`src/usb_pkg.sv`:
```
/*
  Shared USB transmit definitions: line byte, CRC and length vector types,
  command packet codes, PID and SYNC constants, CRC16 constants and the
  packet controller state enum
*/

package usb_pkg;

  //**********************************************************
  // Vector types
  //**********************************************************
  // One byte as it goes onto the line
  typedef logic [7:0]  byte_t;
  // CRC16 register and transmitted value
  typedef logic [15:0] crc16_t;
  // Packet requested on the command port
  typedef logic [1:0]  pkt_kind_t;
  // Payload byte count, 0 to 64
  typedef logic [6:0]  pkt_len_t;

  //**********************************************************
  // Command codes and line constants
  //**********************************************************
  localparam pkt_kind_t PKT_DATA0 = 2'd0;
  localparam pkt_kind_t PKT_ACK   = 2'd1;
  localparam pkt_kind_t PKT_NAK   = 2'd2;

  // Seven zeros then a one, sent LSB first
  localparam byte_t SYNC_BYTE = 8'h80;
  // PID nibble plus its complement
  localparam byte_t PID_DATA0 = 8'hC3;
  localparam byte_t PID_ACK   = 8'hD2;
  localparam byte_t PID_NAK   = 8'h5A;

  // CRC16 seed and reflected polynomial (x^16 + x^15 + x^2 + 1)
  localparam crc16_t CRC16_INIT      = 16'hFFFF;
  localparam crc16_t CRC16_POLY_REFL = 16'hA001;

  // Largest full-speed bulk payload
  localparam int MAX_PAYLOAD = 64;

  // Packet sequencer states
  typedef enum logic [2:0] {
    ST_IDLE,
    ST_SYNC,
    ST_PID,
    ST_DATA,
    ST_CRC_LO,
    ST_CRC_HI,
    ST_EOP
  } tx_state_t;

endpackage
```
`src/usb_tx_top.sv`:
```
/*
  USB full-speed packet transmitter top level: payload buffer,
  packet sequencer, CRC16 engine and NRZI serializer
*/

`timescale 1ns/100ps

module usb_tx_top #(
  parameter int BIT_CLKS   = 4,
  parameter int FIFO_DEPTH = 64
) (
  input  logic               tb_clk,
  input  logic               arst_n,
  // Payload byte port
  input  logic               in_valid,
  input  usb_pkg::byte_t     in_data,
  output logic               in_ready,
  // Command port
  input  logic               cmd_valid,
  input  usb_pkg::pkt_kind_t cmd_kind,
  input  usb_pkg::pkt_len_t  cmd_len,
  output logic               cmd_ready,
  // USB line
  output logic               dplus,
  output logic               dminus,
  output logic               d_mode
);

  //**********************************************************
  // Internal channels
  //**********************************************************
  logic              fifo_pop;
  usb_pkg::byte_t    fifo_data;
  usb_pkg::pkt_len_t fifo_count;
  logic              crc_clear;
  logic              crc_update;
  usb_pkg::byte_t    crc_byte;
  usb_pkg::crc16_t   crc_out;
  logic              tx_valid;
  logic              tx_ready;
  usb_pkg::byte_t    tx_byte;
  logic              eop_valid;
  logic              eop_ready;

  // Payload buffer
  tx_fifo #(
    .FIFO_DEPTH(FIFO_DEPTH)
  ) u_fifo (
    .tb_clk    (tb_clk),
    .arst_n    (arst_n),
    .in_valid  (in_valid),
    .in_data   (in_data),
    .in_ready  (in_ready),
    .fifo_pop  (fifo_pop),
    .fifo_data (fifo_data),
    .fifo_count(fifo_count)
  );

  // Packet sequencer
  tx_packet_ctrl u_ctrl (
    .tb_clk    (tb_clk),
    .arst_n    (arst_n),
    .cmd_valid (cmd_valid),
    .cmd_kind  (cmd_kind),
    .cmd_len   (cmd_len),
    .cmd_ready (cmd_ready),
    .fifo_data (fifo_data),
    .fifo_count(fifo_count),
    .fifo_pop  (fifo_pop),
    .crc_out   (crc_out),
    .crc_clear (crc_clear),
    .crc_update(crc_update),
    .crc_byte  (crc_byte),
    .tx_ready  (tx_ready),
    .eop_ready (eop_ready),
    .tx_valid  (tx_valid),
    .tx_byte   (tx_byte),
    .eop_valid (eop_valid)
  );

  // Data field CRC
  usb_crc16 u_crc (
    .tb_clk    (tb_clk),
    .arst_n    (arst_n),
    .crc_clear (crc_clear),
    .crc_update(crc_update),
    .crc_byte  (crc_byte),
    .crc_out   (crc_out)
  );

  // Line side
  nrzi_serializer #(
    .BIT_CLKS(BIT_CLKS)
  ) u_ser (
    .tb_clk   (tb_clk),
    .arst_n   (arst_n),
    .tx_valid (tx_valid),
    .tx_byte  (tx_byte),
    .tx_ready (tx_ready),
    .eop_valid(eop_valid),
    .eop_ready(eop_ready),
    .dplus    (dplus),
    .dminus   (dminus),
    .d_mode   (d_mode)
  );

endmodule

```
`src/nrzi_serializer.sv`:
```
/*
  Bit timing, LSB-first shifting and NRZI line coding,
  EOP generation (SE0, SE0, J) and drive mode control
*/

`timescale 1ns/100ps

module nrzi_serializer #(
  parameter int BIT_CLKS = 4
) (
  input  logic           tb_clk,
  input  logic           arst_n,
  input  logic           tx_valid,
  input  usb_pkg::byte_t tx_byte,
  output logic           tx_ready,
  input  logic           eop_valid,
  output logic           eop_ready,
  output logic           dplus,
  output logic           dminus,
  output logic           d_mode
);

  localparam int CW = $clog2(BIT_CLKS);

  logic [CW-1:0]  bit_cnt_q;
  logic [2:0]     bit_idx_q;
  // Bit 0 is the bit now on the line
  usb_pkg::byte_t shift_q;
  logic           busy_q;
  logic           eop_act_q;
  logic [1:0]     eop_phase_q;
  // 1 means J, 0 means K
  logic           line_j_q;
  logic           se0_q;
  logic           bit_last;
  logic           byte_last;
  logic           eop_last;
  logic           load;
  logic           eop_start;

  //**********************************************************
  // Handshakes
  //**********************************************************
  assign bit_last  = (bit_cnt_q == CW'(BIT_CLKS - 1));
  assign byte_last = busy_q & bit_last & (bit_idx_q == 3'd7);
  assign eop_last  = eop_act_q & bit_last & (eop_phase_q == 2'd2);

  // Next byte lands with no gap after the final bit
  assign tx_ready  = (~busy_q & ~eop_act_q) | byte_last;
  assign eop_ready = eop_last;

  assign load      = tx_valid & tx_ready;
  assign eop_start = eop_valid & ~tx_valid & ((~busy_q & ~eop_act_q) | byte_last);

  // Line drivers
  assign dplus  = line_j_q & ~se0_q;
  assign dminus = ~line_j_q & ~se0_q;

  //**********************************************************
  // Bit engine
  //**********************************************************
  always_ff @(posedge tb_clk or negedge arst_n) begin
    if (!arst_n) begin
      bit_cnt_q   <= '0;
      bit_idx_q   <= '0;
      busy_q      <= 1'b0;
      eop_act_q   <= 1'b0;
      eop_phase_q <= '0;
      line_j_q    <= 1'b1;
      se0_q       <= 1'b0;
      d_mode      <= 1'b0;
    end else if (load) begin
      // First bit goes out now, a 0 toggles the line
      bit_cnt_q <= '0;
      bit_idx_q <= '0;
      busy_q    <= 1'b1;
      d_mode    <= 1'b1;
      line_j_q  <= tx_byte[0] ? line_j_q : ~line_j_q;
    end else if (eop_start) begin
      bit_cnt_q   <= '0;
      busy_q      <= 1'b0;
      eop_act_q   <= 1'b1;
      eop_phase_q <= '0;
      se0_q       <= 1'b1;
    end else if (busy_q) begin
      if (!bit_last) begin
        bit_cnt_q <= bit_cnt_q + 1'b1;
      end else if (byte_last) begin
        // Nothing queued, hold the line
        bit_cnt_q <= '0;
        busy_q    <= 1'b0;
      end else begin
        bit_cnt_q <= '0;
        bit_idx_q <= bit_idx_q + 1'b1;
        line_j_q  <= shift_q[1] ? line_j_q : ~line_j_q;
      end
    end else if (eop_act_q) begin
      if (!bit_last) begin
        bit_cnt_q <= bit_cnt_q + 1'b1;
      end else begin
        bit_cnt_q   <= '0;
        eop_phase_q <= eop_phase_q + 1'b1;
        if (eop_phase_q == 2'd1) begin
          // Closing J also restores the NRZI reference
          se0_q    <= 1'b0;
          line_j_q <= 1'b1;
        end
        if (eop_last) begin
          eop_act_q <= 1'b0;
          d_mode    <= 1'b0;
        end
      end
    end
  end

  // Shift register
  always_ff @(posedge tb_clk) begin
    if (load) begin
      shift_q <= tx_byte;
    end else if (busy_q && bit_last) begin
      shift_q <= shift_q >> 1;
    end
  end

endmodule

```
`src/tx_packet_ctrl.sv`:
```
/*
  Packet sequencer: takes commands, hands SYNC, PID, payload and CRC bytes
  to the serializer in order, then requests EOP
*/

`timescale 1ns/100ps

module tx_packet_ctrl (
  input  logic                tb_clk,
  input  logic                arst_n,
  // Command port
  input  logic                cmd_valid,
  input  usb_pkg::pkt_kind_t  cmd_kind,
  input  usb_pkg::pkt_len_t   cmd_len,
  output logic                cmd_ready,
  // Payload buffer
  input  usb_pkg::byte_t      fifo_data,
  input  usb_pkg::pkt_len_t   fifo_count,
  output logic                fifo_pop,
  // CRC engine
  input  usb_pkg::crc16_t     crc_out,
  output logic                crc_clear,
  output logic                crc_update,
  output usb_pkg::byte_t      crc_byte,
  // Serializer byte and EOP channels
  input  logic                tx_ready,
  input  logic                eop_ready,
  output logic                tx_valid,
  output usb_pkg::byte_t      tx_byte,
  output logic                eop_valid
);

  usb_pkg::tx_state_t state_q;
  usb_pkg::tx_state_t state_d;
  usb_pkg::pkt_kind_t kind_q;
  // Payload bytes still to hand over
  usb_pkg::pkt_len_t  rem_q;
  usb_pkg::byte_t     pid;
  logic               cmd_fire;
  logic               byte_fire;

  //**********************************************************
  // Command acceptance
  //**********************************************************
  // DATA0 waits until the whole payload sits in the buffer
  assign cmd_ready = (state_q == usb_pkg::ST_IDLE) &&
                     ((cmd_kind != usb_pkg::PKT_DATA0) || (fifo_count >= cmd_len));
  assign cmd_fire  = cmd_valid & cmd_ready;
  assign byte_fire = tx_valid & tx_ready;

  // PID for the latched command
  always_comb begin
    case (kind_q)
      usb_pkg::PKT_DATA0: pid = usb_pkg::PID_DATA0;
      usb_pkg::PKT_ACK:   pid = usb_pkg::PID_ACK;
      usb_pkg::PKT_NAK:   pid = usb_pkg::PID_NAK;
      // reserved code goes out as NAK
      default:            pid = usb_pkg::PID_NAK;
    endcase
  end

  //**********************************************************
  // Byte selection and next state
  //**********************************************************
  always_comb begin
    state_d   = state_q;
    tx_valid  = 1'b0;
    tx_byte   = usb_pkg::SYNC_BYTE;
    eop_valid = 1'b0;
    crc_clear = 1'b0;
    fifo_pop  = 1'b0;
    case (state_q)
      usb_pkg::ST_IDLE: begin
        if (cmd_fire) state_d = usb_pkg::ST_SYNC;
      end
      usb_pkg::ST_SYNC: begin
        // Fresh CRC for every packet
        crc_clear = 1'b1;
        tx_valid  = 1'b1;
        if (tx_ready) state_d = usb_pkg::ST_PID;
      end
      usb_pkg::ST_PID: begin
        tx_valid = 1'b1;
        tx_byte  = pid;
        if (tx_ready) begin
          if (kind_q != usb_pkg::PKT_DATA0) begin
            state_d = usb_pkg::ST_EOP;
          end else if (rem_q == '0) begin
            state_d = usb_pkg::ST_CRC_LO;
          end else begin
            state_d = usb_pkg::ST_DATA;
          end
        end
      end
      usb_pkg::ST_DATA: begin
        tx_valid = 1'b1;
        tx_byte  = fifo_data;
        // Head leaves the buffer on the serializer handshake
        fifo_pop = tx_ready;
        if (tx_ready && rem_q == usb_pkg::pkt_len_t'(1)) state_d = usb_pkg::ST_CRC_LO;
      end
      usb_pkg::ST_CRC_LO: begin
        tx_valid = 1'b1;
        tx_byte  = crc_out[7:0];
        if (tx_ready) state_d = usb_pkg::ST_CRC_HI;
      end
      usb_pkg::ST_CRC_HI: begin
        tx_valid = 1'b1;
        tx_byte  = crc_out[15:8];
        if (tx_ready) state_d = usb_pkg::ST_EOP;
      end
      usb_pkg::ST_EOP: begin
        // Ready comes back at the end of the J bit
        eop_valid = 1'b1;
        if (eop_ready) state_d = usb_pkg::ST_IDLE;
      end
      default: state_d = usb_pkg::ST_IDLE;
    endcase
  end

  // Payload bytes feed the CRC as they are handed over
  assign crc_update = fifo_pop;
  assign crc_byte   = fifo_data;

  //**********************************************************
  // State, command and byte counter
  //**********************************************************
  always_ff @(posedge tb_clk or negedge arst_n) begin
    if (!arst_n) begin
      state_q <= usb_pkg::ST_IDLE;
      kind_q  <= usb_pkg::PKT_DATA0;
      rem_q   <= '0;
    end else begin
      state_q <= state_d;
      if (cmd_fire) begin
        kind_q <= cmd_kind;
        rem_q  <= cmd_len;
      end else if (byte_fire && state_q == usb_pkg::ST_DATA) begin
        rem_q <= rem_q - 1'b1;
      end
    end
  end

endmodule

```
`src/usb_crc16.sv`:
```
/*
  USB data CRC16 register, one byte per clock, LSB first,
  presented inverted for transmission
*/

`timescale 1ns/100ps

module usb_crc16 (
  input  logic            tb_clk,
  input  logic            arst_n,
  input  logic            crc_clear,
  input  logic            crc_update,
  input  usb_pkg::byte_t  crc_byte,
  output usb_pkg::crc16_t crc_out
);

  usb_pkg::crc16_t crc_q;

  // Eight serial steps of the reflected CRC folded into one clock
  function automatic usb_pkg::crc16_t next_crc(input usb_pkg::crc16_t crc,
                                               input usb_pkg::byte_t  data);
    usb_pkg::crc16_t c;
    logic            fb;
    c = crc;
    for (int i = 0; i < 8; i++) begin
      fb = c[0] ^ data[i];
      c  = c >> 1;
      if (fb) begin
        c = c ^ usb_pkg::CRC16_POLY_REFL;
      end
    end
    return c;
  endfunction

  // Clear wins over update
  always_ff @(posedge tb_clk or negedge arst_n) begin
    if (!arst_n) begin
      crc_q <= usb_pkg::CRC16_INIT;
    end else if (crc_clear) begin
      crc_q <= usb_pkg::CRC16_INIT;
    end else if (crc_update) begin
      crc_q <= next_crc(crc_q, crc_byte);
    end
  end

  // Residue is sent complemented
  assign crc_out = ~crc_q;

endmodule

```
`src/tx_fifo.sv`:
```
/*
  Payload byte buffer: circular memory with valid/ready write side,
  pop-driven read side and an occupancy count toward the sequencer
*/

`timescale 1ns/100ps

module tx_fifo #(
  parameter int FIFO_DEPTH = 64
) (
  input  logic              tb_clk,
  input  logic              arst_n,
  input  logic              in_valid,
  input  usb_pkg::byte_t    in_data,
  output logic              in_ready,
  input  logic              fifo_pop,
  output usb_pkg::byte_t    fifo_data,
  output usb_pkg::pkt_len_t fifo_count
);

  localparam int AW = $clog2(FIFO_DEPTH);

  usb_pkg::byte_t mem [FIFO_DEPTH];
  logic [AW-1:0]  wr_ptr;
  logic [AW-1:0]  rd_ptr;
  // One extra bit so a full buffer is distinct from empty
  logic [AW:0]    count;
  logic           push;

  assign in_ready = (count != (AW+1)'(FIFO_DEPTH));
  assign push     = in_valid & in_ready;

  // Head byte, valid whenever count is nonzero
  assign fifo_data = mem[rd_ptr];

  // Sequencer never asks for more than a full payload
  assign fifo_count = (count > (AW+1)'(usb_pkg::MAX_PAYLOAD)) ?
                      usb_pkg::pkt_len_t'(usb_pkg::MAX_PAYLOAD) :
                      usb_pkg::pkt_len_t'(count);

  // Storage
  always_ff @(posedge tb_clk) begin
    if (push) begin
      mem[wr_ptr] <= in_data;
    end
  end

  // Pointers wrap on their own, depth is a power of two
  always_ff @(posedge tb_clk or negedge arst_n) begin
    if (!arst_n) begin
      wr_ptr <= '0;
      rd_ptr <= '0;
      count  <= '0;
    end else begin
      if (push) begin
        wr_ptr <= wr_ptr + 1'b1;
      end
      if (fifo_pop) begin
        rd_ptr <= rd_ptr + 1'b1;
      end
      case ({push, fifo_pop})
        2'b10:   count <= count + 1'b1;
        2'b01:   count <= count - 1'b1;
        default: count <= count;
      endcase
    end
  end

endmodule

```
`config.mk`:
```
export PLATFORM = sky130hd
export DESIGN_NAME = usb_tx_top
export DESIGN_NICKNAME = d
export VERILOG_FILES = /design/src/usb_pkg.sv /design/src/usb_tx_top.sv /design/src/nrzi_serializer.sv /design/src/tx_packet_ctrl.sv /design/src/usb_crc16.sv /design/src/tx_fifo.sv
export SDC_FILE = /design/constraint.sdc
export NUM_CORES = 1
export LEC_CHECK = 0
export BUFFER_PORTS_ARGS = -buffer_cell sky130_fd_sc_hd__buf_2
export CORE_UTILIZATION = 30
export DETAILED_ROUTE_END_ITERATION = 7
export RECOVER_POWER = 50
export SYNTH_ARGS = -nofsm -noshare
export SYNTH_HDL_FRONTEND = slang
export SYNTH_SLANG_ARGS = --single-unit
```
`constraint.sdc`:
```
create_clock -name tb_clk -period 4.6 [get_ports tb_clk]
set_clock_uncertainty 0.15 [all_clocks]
set_input_delay 0.23 -clock tb_clk [delete_from_list [all_inputs] [get_ports tb_clk]]
set_output_delay 0.23 -clock tb_clk [all_outputs]
set_load 0.02 [all_outputs]
```
# Word-level counts from Yosys, hierarchy flattened
# Memory sizes are Yosys's and may differ from the RTL's.
# Cells that the tools add are included.
[word_totals] register_bits=67 latch_bits=0 mem_bits_rw=512 mem_bits_ro=0 word_cells=219 n_memories=1
[memory_table] memory="u_fifo.mem" depth=64 word_bits=8 rd=1 rd_ports_with_merged_regs=0 wr=1 line="tx_fifo.sv:23" source="usb_pkg::byte_t mem [FIFO_DEPTH];"
[op_classes] n_addsub=8 mul=0 n_div=0 magnitude_cmp=2 eq_ne=31 shift=0 muxes=93 bitwise_logic=36 n_reduce_logical=32
[ops] cell="$mux W16" count=24
[ops] cell="$mux W3" count=14
[ops] cell="$mux W1" count=37
[ops] cell="$pmux W8 S4" count=1
[ops] cell="$reduce_bool A2 Y1" count=13
[ops] cell="$not A2 Y3" count=8
[ops] cell="$mux W7" count=3
[ops] cell="$pmux W3 S7" count=1
[ops] cell="$mux W2" count=9
[ops] cell="$mux W8" count=2
[ops] cell="$not A16 Y16" count=1
[ops] cell="$pmux W8 S2" count=1
[ops] cell="$pmux W7 S2" count=1
[ops] cell="$sub A7 B1 Y7 const B" count=2
[ops] cell="$add A6 B1 Y6 const B" count=2
[ops] cell="$and A1 B1 Y1" count=12
[ops] cell="$eq A3 B3 Y1 const B" count=4
[ops] cell="$ne A2 B1 Y1 const B" count=6
[ops] cell="$ne A2 B2 Y1 const B" count=6
[ops] cell="$ne A3 B3 Y1 const B" count=4
[ops] cell="$reduce_and A5 Y1" count=2
[ops] cell="$reduce_and A4 Y1" count=2
[ops] cell="$reduce_and A8 Y1" count=1
[ops] cell="$xor A1 B1 Y1" count=8
[ops] cell="23 further kinds" count=38

# Longest topological paths before layout
[depth] depth_word=35 depth_mapped=19 mapped_depth_nobuf=16

# Hierarchy
# Synthesis repeated with hierarchy kept, for this count alone.
[unflattened] cells_unflattened=1421 area_unflattened_um2=24439.7
[by_module_without_submodules] mod="tx_fifo" instances=1 cells_per_inst=1084 area_each_um2=21124.0 seq_area_each_um2=15850.2
[by_module_without_submodules] mod="tx_packet_ctrl" instances=1 cells_per_inst=152 area_each_um2=1328.8 seq_area_each_um2=300.3
[by_module_without_submodules] mod="nrzi_serializer" instances=1 cells_per_inst=94 area_each_um2=1062.3 seq_area_each_um2=511.7
[by_module_without_submodules] mod="usb_crc16" instances=1 cells_per_inst=91 area_each_um2=924.6 seq_area_each_um2=420.4

# Worst setup path after synthesis
# Ideal clock, no wire load.
[synth_path] path_kind="flip-flop to flip-flop" startpoint="reg u_ctrl.state_q[1]" endpoint="reg u_fifo.count[6]" arrival_ns=3.582 path_slack_ns=0.739 stages_incl_launch_ff=20 path_buffers=4 cell_sequence="dfrtp_1 > clkbuf_1 > clkinv_1 > or2_2 > clkbuf_1 > or2_2 > clkbuf_1 > inv_1 > buf_6 > ha_1 > inv_1 > fa_1 > inv_1 > a21oi_1 > o21bai_1 > a21o_1 > a21oi_1 > xnor2_1 > nor2_1 > xor2_1"
[synth_via] elab_chain_len=4 word_cells_on_any_way=6
[synth_rtl] item="from (decl)" line="tx_packet_ctrl.sv:33" source="usb_pkg::tx_state_t state_q;"
[synth_rtl] item="from (signal assigned)" line="tx_packet_ctrl.sv:130" source="state_q <= usb_pkg::ST_IDLE;"
[synth_rtl] item="from (signal assigned)" line="tx_packet_ctrl.sv:134" source="state_q <= state_d;"
[synth_rtl] item="$eq A3 B2 Y1 *" line="tx_packet_ctrl.sv:72" source="case (state_q)"
[synth_rtl] item="$mux W1 *" line="tx_packet_ctrl.sv:72"
[synth_rtl] item="named net crc_update" line="usb_tx_top.sv:36" source="logic crc_update;"
[synth_rtl] item="$eq A2 B1 Y1 or $eq A2 B2 Y1 (tied branches)" line="tx_fifo.sv:61" source="case ({push, fifo_pop})"
[synth_rtl] item="$pmux W7 S2 or $reduce_bool A2 Y1 (tied branches)"
[synth_rtl] item="to (signal assigned)" line="tx_fifo.sv:62" source="2'b10: count <= count + 1'b1;"
[synth_rtl] item="to (signal assigned)" line="tx_fifo.sv:63" source="2'b01: count <= count - 1'b1;"
[synth_rtl] item="to (signal assigned)" line="tx_fifo.sv:64" source="default: count <= count;"
[synth_rtl] item="to (decl)" line="tx_fifo.sv:27" source="logic [AW:0] count;"
# Mark *: on every way through the listed nets, which the timed path passes. The rest lies on a longest branch.
# A chain may end at the register's enable or synchronous reset.

# Worst setup path after layout
[layout_path] startpoint="reg u_fifo.rd_ptr[0]" endpoint="reg u_crc.crc_q[0]"
[layout_via] elab_chain_len=33
[layout_rtl] item="from (decl)" line="tx_fifo.sv:25" source="logic [AW-1:0] rd_ptr;"
[layout_rtl] item="from (signal assigned)" line="tx_fifo.sv:59" source="rd_ptr <= rd_ptr + 1'b1;"
[layout_rtl] item="$mem_v2 Z64 W8 *"
[layout_rtl] item="$xor A1 B1 Y1" line="usb_crc16.sv:26" source="fb = c[0] ^ data[i];"
[layout_rtl] item="$mux W16" line="usb_crc16.sv:28" source="if (fb) begin"
[layout_rtl] item="$mux W16" line="usb_crc16.sv:41" source="end else if (crc_update) begin"
[layout_rtl] item="$mux W16" line="usb_crc16.sv:39" source="end else if (crc_clear) begin"
[layout_rtl] item="$xor A1 B1 Y1" line="usb_crc16.sv:26"
[layout_rtl] item="$mux W16" line="usb_crc16.sv:28"
[layout_rtl] item="$mux W16" line="usb_crc16.sv:41"
[layout_rtl] item="(+17 left out)"
[layout_rtl] item="$xor A1 B1 Y1" line="usb_crc16.sv:26"
[layout_rtl] item="$mux W16" line="usb_crc16.sv:28"
[layout_rtl] item="$mux W16" line="usb_crc16.sv:41"
[layout_rtl] item="$mux W16" line="usb_crc16.sv:39"
[layout_rtl] item="$xor A1 B1 Y1 *" line="usb_crc16.sv:26"
[layout_rtl] item="$mux W16 *" line="usb_crc16.sv:28"
[layout_rtl] item="$mux W16 *" line="usb_crc16.sv:41"
[layout_rtl] item="$mux W16 *" line="usb_crc16.sv:39"
[layout_rtl] item="to (signal assigned)" line="usb_crc16.sv:38" source="crc_q <= usb_pkg::CRC16_INIT;"
[layout_rtl] item="to (signal assigned)" line="usb_crc16.sv:40" source="crc_q <= usb_pkg::CRC16_INIT;"
[layout_rtl] item="to (signal assigned)" line="usb_crc16.sv:42" source="crc_q <= next_crc(crc_q, crc_byte);"
[layout_rtl] item="to (decl)" line="usb_crc16.sv:17" source="usb_pkg::crc16_t crc_q;"
# Every way passes the cells marked *; elsewhere a longest branch is shown, timed or not. The select of a mux whose other input is x is not followed.

==> results.rst <==
.. list-table::
   :header-rows: 1

   * - Metric
     - Value
   * - Result of the run
     - finished, violations left
   * - Failing checks
     - max-capacitance violations, max-slew violations
   * - Kind of critical path
     - reg2reg
   * - Crit path buffers/inverters
     - 2
   * - Cell at the root of the clock tree
     - sky130_fd_sc_hd__clkbuf_16
   * - Final critical path time including I/O delays and setup
     - between 4000 and 5000 ps
   * - Fin nets
     - 1492
   * - Number of max-slew violations in the final report
     - 520
   * - Capturing point of the worst reg2reg path
     - u_crc.crc_q[0]
   * - Met2 WL
     - between 20000 and 30000 um
   * - Largest stage delay on the critical path
     - 680 ps
   * - Worst rel slew slack
     - -118%
   * - Antenna diode instance count
     - 0
   * - Number of violations of the max-capacitance limit
     - 8
   * - Width of the die
     - between 200 and 300 um
   * - Net count after synthesis
     - between 1000 and 1500
   * - CP Max Fanout
     - 15
   * - Max layer used
     - met4
   * - Number of design rule violations left after detail routing
     - 0
   * - Number of synthesized register bits
     - around 580
   * - Leakage power of the design
     - between 8 and 9 nW
   * - Largest cells by area after synthesis
     - sky130_fd_sc_hd__edfxtp_1 65%, sky130_fd_sc_hd__mux4_2 8.0%, sky130_fd_sc_hd__dfrtp_1 4.4%
   * - H-tree depth
     - 2
   * - Yosys warnings
     - 0
   * - Buffers from clock root to sink, at most
     - 3
   * - Post-DP HPWL
     - 35500 um
   * - Most frequent standard cell in the layout excluding fill and tap cells
     - sky130_fd_sc_hd__edfxtp_1
   * - Final weighted congestion in routability-driven placement
     - between 0.8 and 0.9
   * - Latest clock arrival within the worst-skew pair
     - between 600 and 700 ps
   * - Master of the slowest instance on the critical path
     - sky130_fd_sc_hd__o32ai_1
   * - Compound-cell area share of the yosys netlist
     - under 10%
   * - Peak clock frequency supported by timing
     - between 0.2 and 0.25 GHz
   * - Share of the synthesized area in the top cell type
     - around two thirds
   * - IO Count
     - 26
   * - Cell seen most often among critical-path stages
     - sky130_fd_sc_hd__xnor2_1
   * - Post-synthesis cell count
     - approximately 1300
   * - Power density over cell area
     - between 500 and 600 nW/um2
   * - Setup TNS after final layout
     - 0 ps
   * - Layout fillers
     - around 7400
   * - Kind of end point of the critical path
     - flip-flop
   * - Routed met1 length
     - 24300 um
   * - Fraction of layout cells with a size suffix above 1
     - between 20% and 30%
   * - Dominant cell type by area after synthesis
     - sky130_fd_sc_hd__edfxtp_1
   * - Multiplexer area fraction after synthesis
     - between 10% and 20%
   * - Startpoint type of the worst setup path
     - flip-flop
   * - Final antenna-violating net count
     - 0
   * - Combined area of all synthesized cells
     - between 20000 and 25000 um2
   * - Placeable Area
     - 79300 um2
   * - Total routing usage reported by global routing
     - 13.4%
   * - Peak supply drop
     - between 300 and 400 uV
   * - Via count of the first global-routing pass
     - 12700
   * - Flop2flop setup slack
     - roughly 150 ps
   * - Final core utilization
     - approximately a third
   * - Crit share post-route
     - between 90% and 100%
   * - Least-Margin Pin Slew
     - between 3000 and 4000 ps
   * - Vias per cell
     - around 5.0
   * - Unrepaired setup endpoints after global routing
     - false
   * - Num CTS Buffers
     - 58
   * - Initial Utilization
     - a little under a third
   * - Initial antenna violation count
     - 0
   * - Congestion Overflow GR
     - 0
   * - Routed len/inst
     - 21.7 um
   * - Class of the tightest hold or removal check
     - in2async
   * - Total number of placement rows
     - between 100 and 150
   * - Simple-gate share of the synthesized area
     - 5.46%
   * - Pin count of the biggest net entering global routing
     - between 60 and 70
   * - Vias
     - 12700
   * - Post-synth EDFFs
     - slightly above 500
   * - Sequential-to-total area share from yosys stat
     - between 70 and 80%
   * - Worst-path clk slew
     - around 60 ps
   * - Detailed Route Iter0 Violations
     - approximately 1100
   * - Post-synthesis async set-or-reset flop share
     - 10.2%
   * - Worst r2r path cells
     - 12
   * - Clock tree from TritonCTS
     - built
   * - Endpoint arrival time on the critical path
     - 4840 ps
   * - Data required time of the critical path
     - approximately 5000 ps
   * - Area taken by flip-flops and latches
     - between 15000 and 20000 um2
   * - Per-instance average area after synthesis
     - around 18 um2
   * - Fin. Hold Viols
     - 0
   * - Origin of the critical flop-to-flop path
     - u_fifo.rd_ptr[0]
   * - P&R area growth vs syn
     - 15.3%
   * - Length of routed met3 wiring
     - approximately 4000 um
   * - Xor-xnor portion of the synthesized cell area
     - under 10%
   * - I/O Buffers
     - 25
   * - Cell family with the largest share of critical-path delay
     - XOR/XNOR gates
   * - Final setup fails
     - 0
   * - Floorplan die area
     - slightly above 80000 um2
   * - Series of cell instances along the critical path
     - buf_12 -> buf_4 -> mux4_1 -> a22oi_1 -> nand3_1 -> o32ai_1 -> xor2_1 -> xnor2_1 -> xnor3_2 -> xor2_2 -> xnor2_1 -> a21oi_1
   * - Dominant combinational cell family by area after synthesis
     - multiplexers
   * - Clock tree sinks
     - just under 600
   * - Count of unique library cells instantiated by Yosys
     - between 70 and 80
   * - Adder-cell share of the synthesized area
     - between 1 and 1.5%
   * - Count of TritonRoute iterations in the first routing pass
     - 5
   * - Most used flip-flop cell after synthesis
     - sky130_fd_sc_hd__edfxtp_1
   * - First-pass GRT wire length
     - between 80000 and 90000 um
   * - Total Wirelength
     - 55300 um
   * - Most used cells in the layout excluding fill and tap cells
     - 519 x sky130_fd_sc_hd__edfxtp_1, 114 x sky130_fd_sc_hd__nor2_1, 86 x sky130_fd_sc_hd__mux4_2
   * - Height of the die
     - 285 um
   * - Total area of multi-input combinational cells
     - ~6500 um2
==> metrics by stage <==
stage | instances | hold WS [ps] | total power, mW | setup slack (ps) | cell area (um2)
5_1_grt | 2544 | 241 | 14.9 | 3.10 | 27800
4_1_cts | 2543 | 145 | 14.4 | 94.3 | 27800
6_report | 2544 | 189 | 14.3 | 151 | 27800
3_3_place_gp | 2422 | 308 | 9.43 | 98.8 | 25700
2_1_floorplan | 1348 | -216 | 8.64 | 739 | 24100
3_5_place_dp | 2422 | 320 | 9.50 | 126 | 25700
==> power breakdown <==
group | total, mW | switching [mW] | internal (mW)
registers | 6.35 | 0.267 | 6.08
logic | 3.05 | 1.65 | 1.40
clock network | 4.93 | 2.03 | 2.90
total | 14.3 | 3.95 | 10.4
==> layer usage <==
layer / up-vias / global-route usage, %
met3: 97 / 3.03
met4: 0 / 4.13
met5: - / 0
li1: 5613 / -
met1: 6554 / 18.6
met2: 434 / 20.9
==> kinds of logic after synthesis <==
group,count (synthesis)
AOI/OAI and AO/OA,169
xor gates and xnor gates,42
adders and majority gates,26
buffers and inverters,91
DFF,578
muxes,165
and+or+nand+nor,277
==> area by class of cell <==
type	instances	share of cell area [%]
timing repair buffer	103	2.90
clock inverter	37	1.78
tap	1050	4.73
clock buffer	72	5.41
sequential	578	61.5
multi-input combinational	679	23.3
inverter	25	0.338
==> worst max path at each step <==
stage | start | endpoint | slack (ps) | cells past startpoint
2_1_floorplan | u_ctrl.state_q[1] | u_fifo.count[6] | 740 | 19
3_3_place_gp | u_fifo.rd_ptr[1] | u_crc.crc_q[0] | 100 | 11
3_5_place_dp | u_fifo.rd_ptr[1] | u_crc.crc_q[0] | 130 | 11
4_1_cts | u_fifo.rd_ptr[1] | u_crc.crc_q[0] | 90 | 11
5_1_grt | u_fifo.rd_ptr[0] | u_crc.crc_q[0] | 3 | 12
6_report | u_fifo.rd_ptr[0] | u_crc.crc_q[0] | 150 | 12
==> state kept, by name, indices dropped and copies added (netlist names) <==
register and count:
u_ser.shift_q 7, u_fifo.rd_ptr 6, u_crc.crc_q 16, u_ser.line_j_q 1, u_ser.d_mode 1, u_ser.busy_q 1
u_fifo.mem 512, u_ser.bit_idx_q 3, u_ctrl.state_q 3, u_fifo.count 7, u_ctrl.kind_q 2, u_ser.eop_act_q 1
u_ctrl.rem_q 7, u_ser.bit_cnt_q 2, u_ser.eop_phase_q 2, u_ser.se0_q 1, u_fifo.wr_ptr 6
==> worst reg2reg max path, cell delays in order, from the launching register on <==
cell                      delay (ps)
sky130_fd_sc_hd__dfrtp_4         580
sky130_fd_sc_hd__buf_12          220
sky130_fd_sc_hd__buf_4           220
sky130_fd_sc_hd__mux4_1          580
sky130_fd_sc_hd__a22oi_1         240
sky130_fd_sc_hd__nand3_1         180
sky130_fd_sc_hd__o32ai_1         680
sky130_fd_sc_hd__xor2_1          240
sky130_fd_sc_hd__xnor2_1         290
sky130_fd_sc_hd__xnor3_2         510
sky130_fd_sc_hd__xor2_2          200
sky130_fd_sc_hd__xnor2_1         140
sky130_fd_sc_hd__a21oi_1         150
==> Yosys cell counts (9+ instances only) <==
master / instances
sky130_fd_sc_hd__a22oi_1: 10
sky130_fd_sc_hd__xor2_1: 13
sky130_fd_sc_hd__mux2_2: 14
sky130_fd_sc_hd__buf_6: 9
sky130_fd_sc_hd__nor2_1: 114
sky130_fd_sc_hd__dfrtp_1: 42
sky130_fd_sc_hd__mux4_2: 86
sky130_fd_sc_hd__clkbuf_1: 26
sky130_fd_sc_hd__nor3_1: 13
sky130_fd_sc_hd__buf_2: 13
sky130_fd_sc_hd__nor2b_1: 12
sky130_fd_sc_hd__dfstp_2: 17
sky130_fd_sc_hd__o22ai_1: 20
sky130_fd_sc_hd__mux4_1: 31
sky130_fd_sc_hd__mux2i_1: 34
sky130_fd_sc_hd__a21oi_1: 31
sky130_fd_sc_hd__ha_1: 25
sky130_fd_sc_hd__o21ai_0: 25
sky130_fd_sc_hd__nand3_1: 17
sky130_fd_sc_hd__inv_1: 22
sky130_fd_sc_hd__nand3b_1: 11
sky130_fd_sc_hd__xnor2_1: 27
sky130_fd_sc_hd__a22o_1: 12
sky130_fd_sc_hd__nand2_1: 62
sky130_fd_sc_hd__edfxtp_1: 519
==> what timing repair did <==
item | CTS | global route
setup endpoints to repair | 0 | 2
resized for setup | 0 | 1
hold buffers | 12 | 0
endpoints found under the hold margin | 55 | 0
setup buffers | 0 | 1
Power figures use the tool's default switching activity.
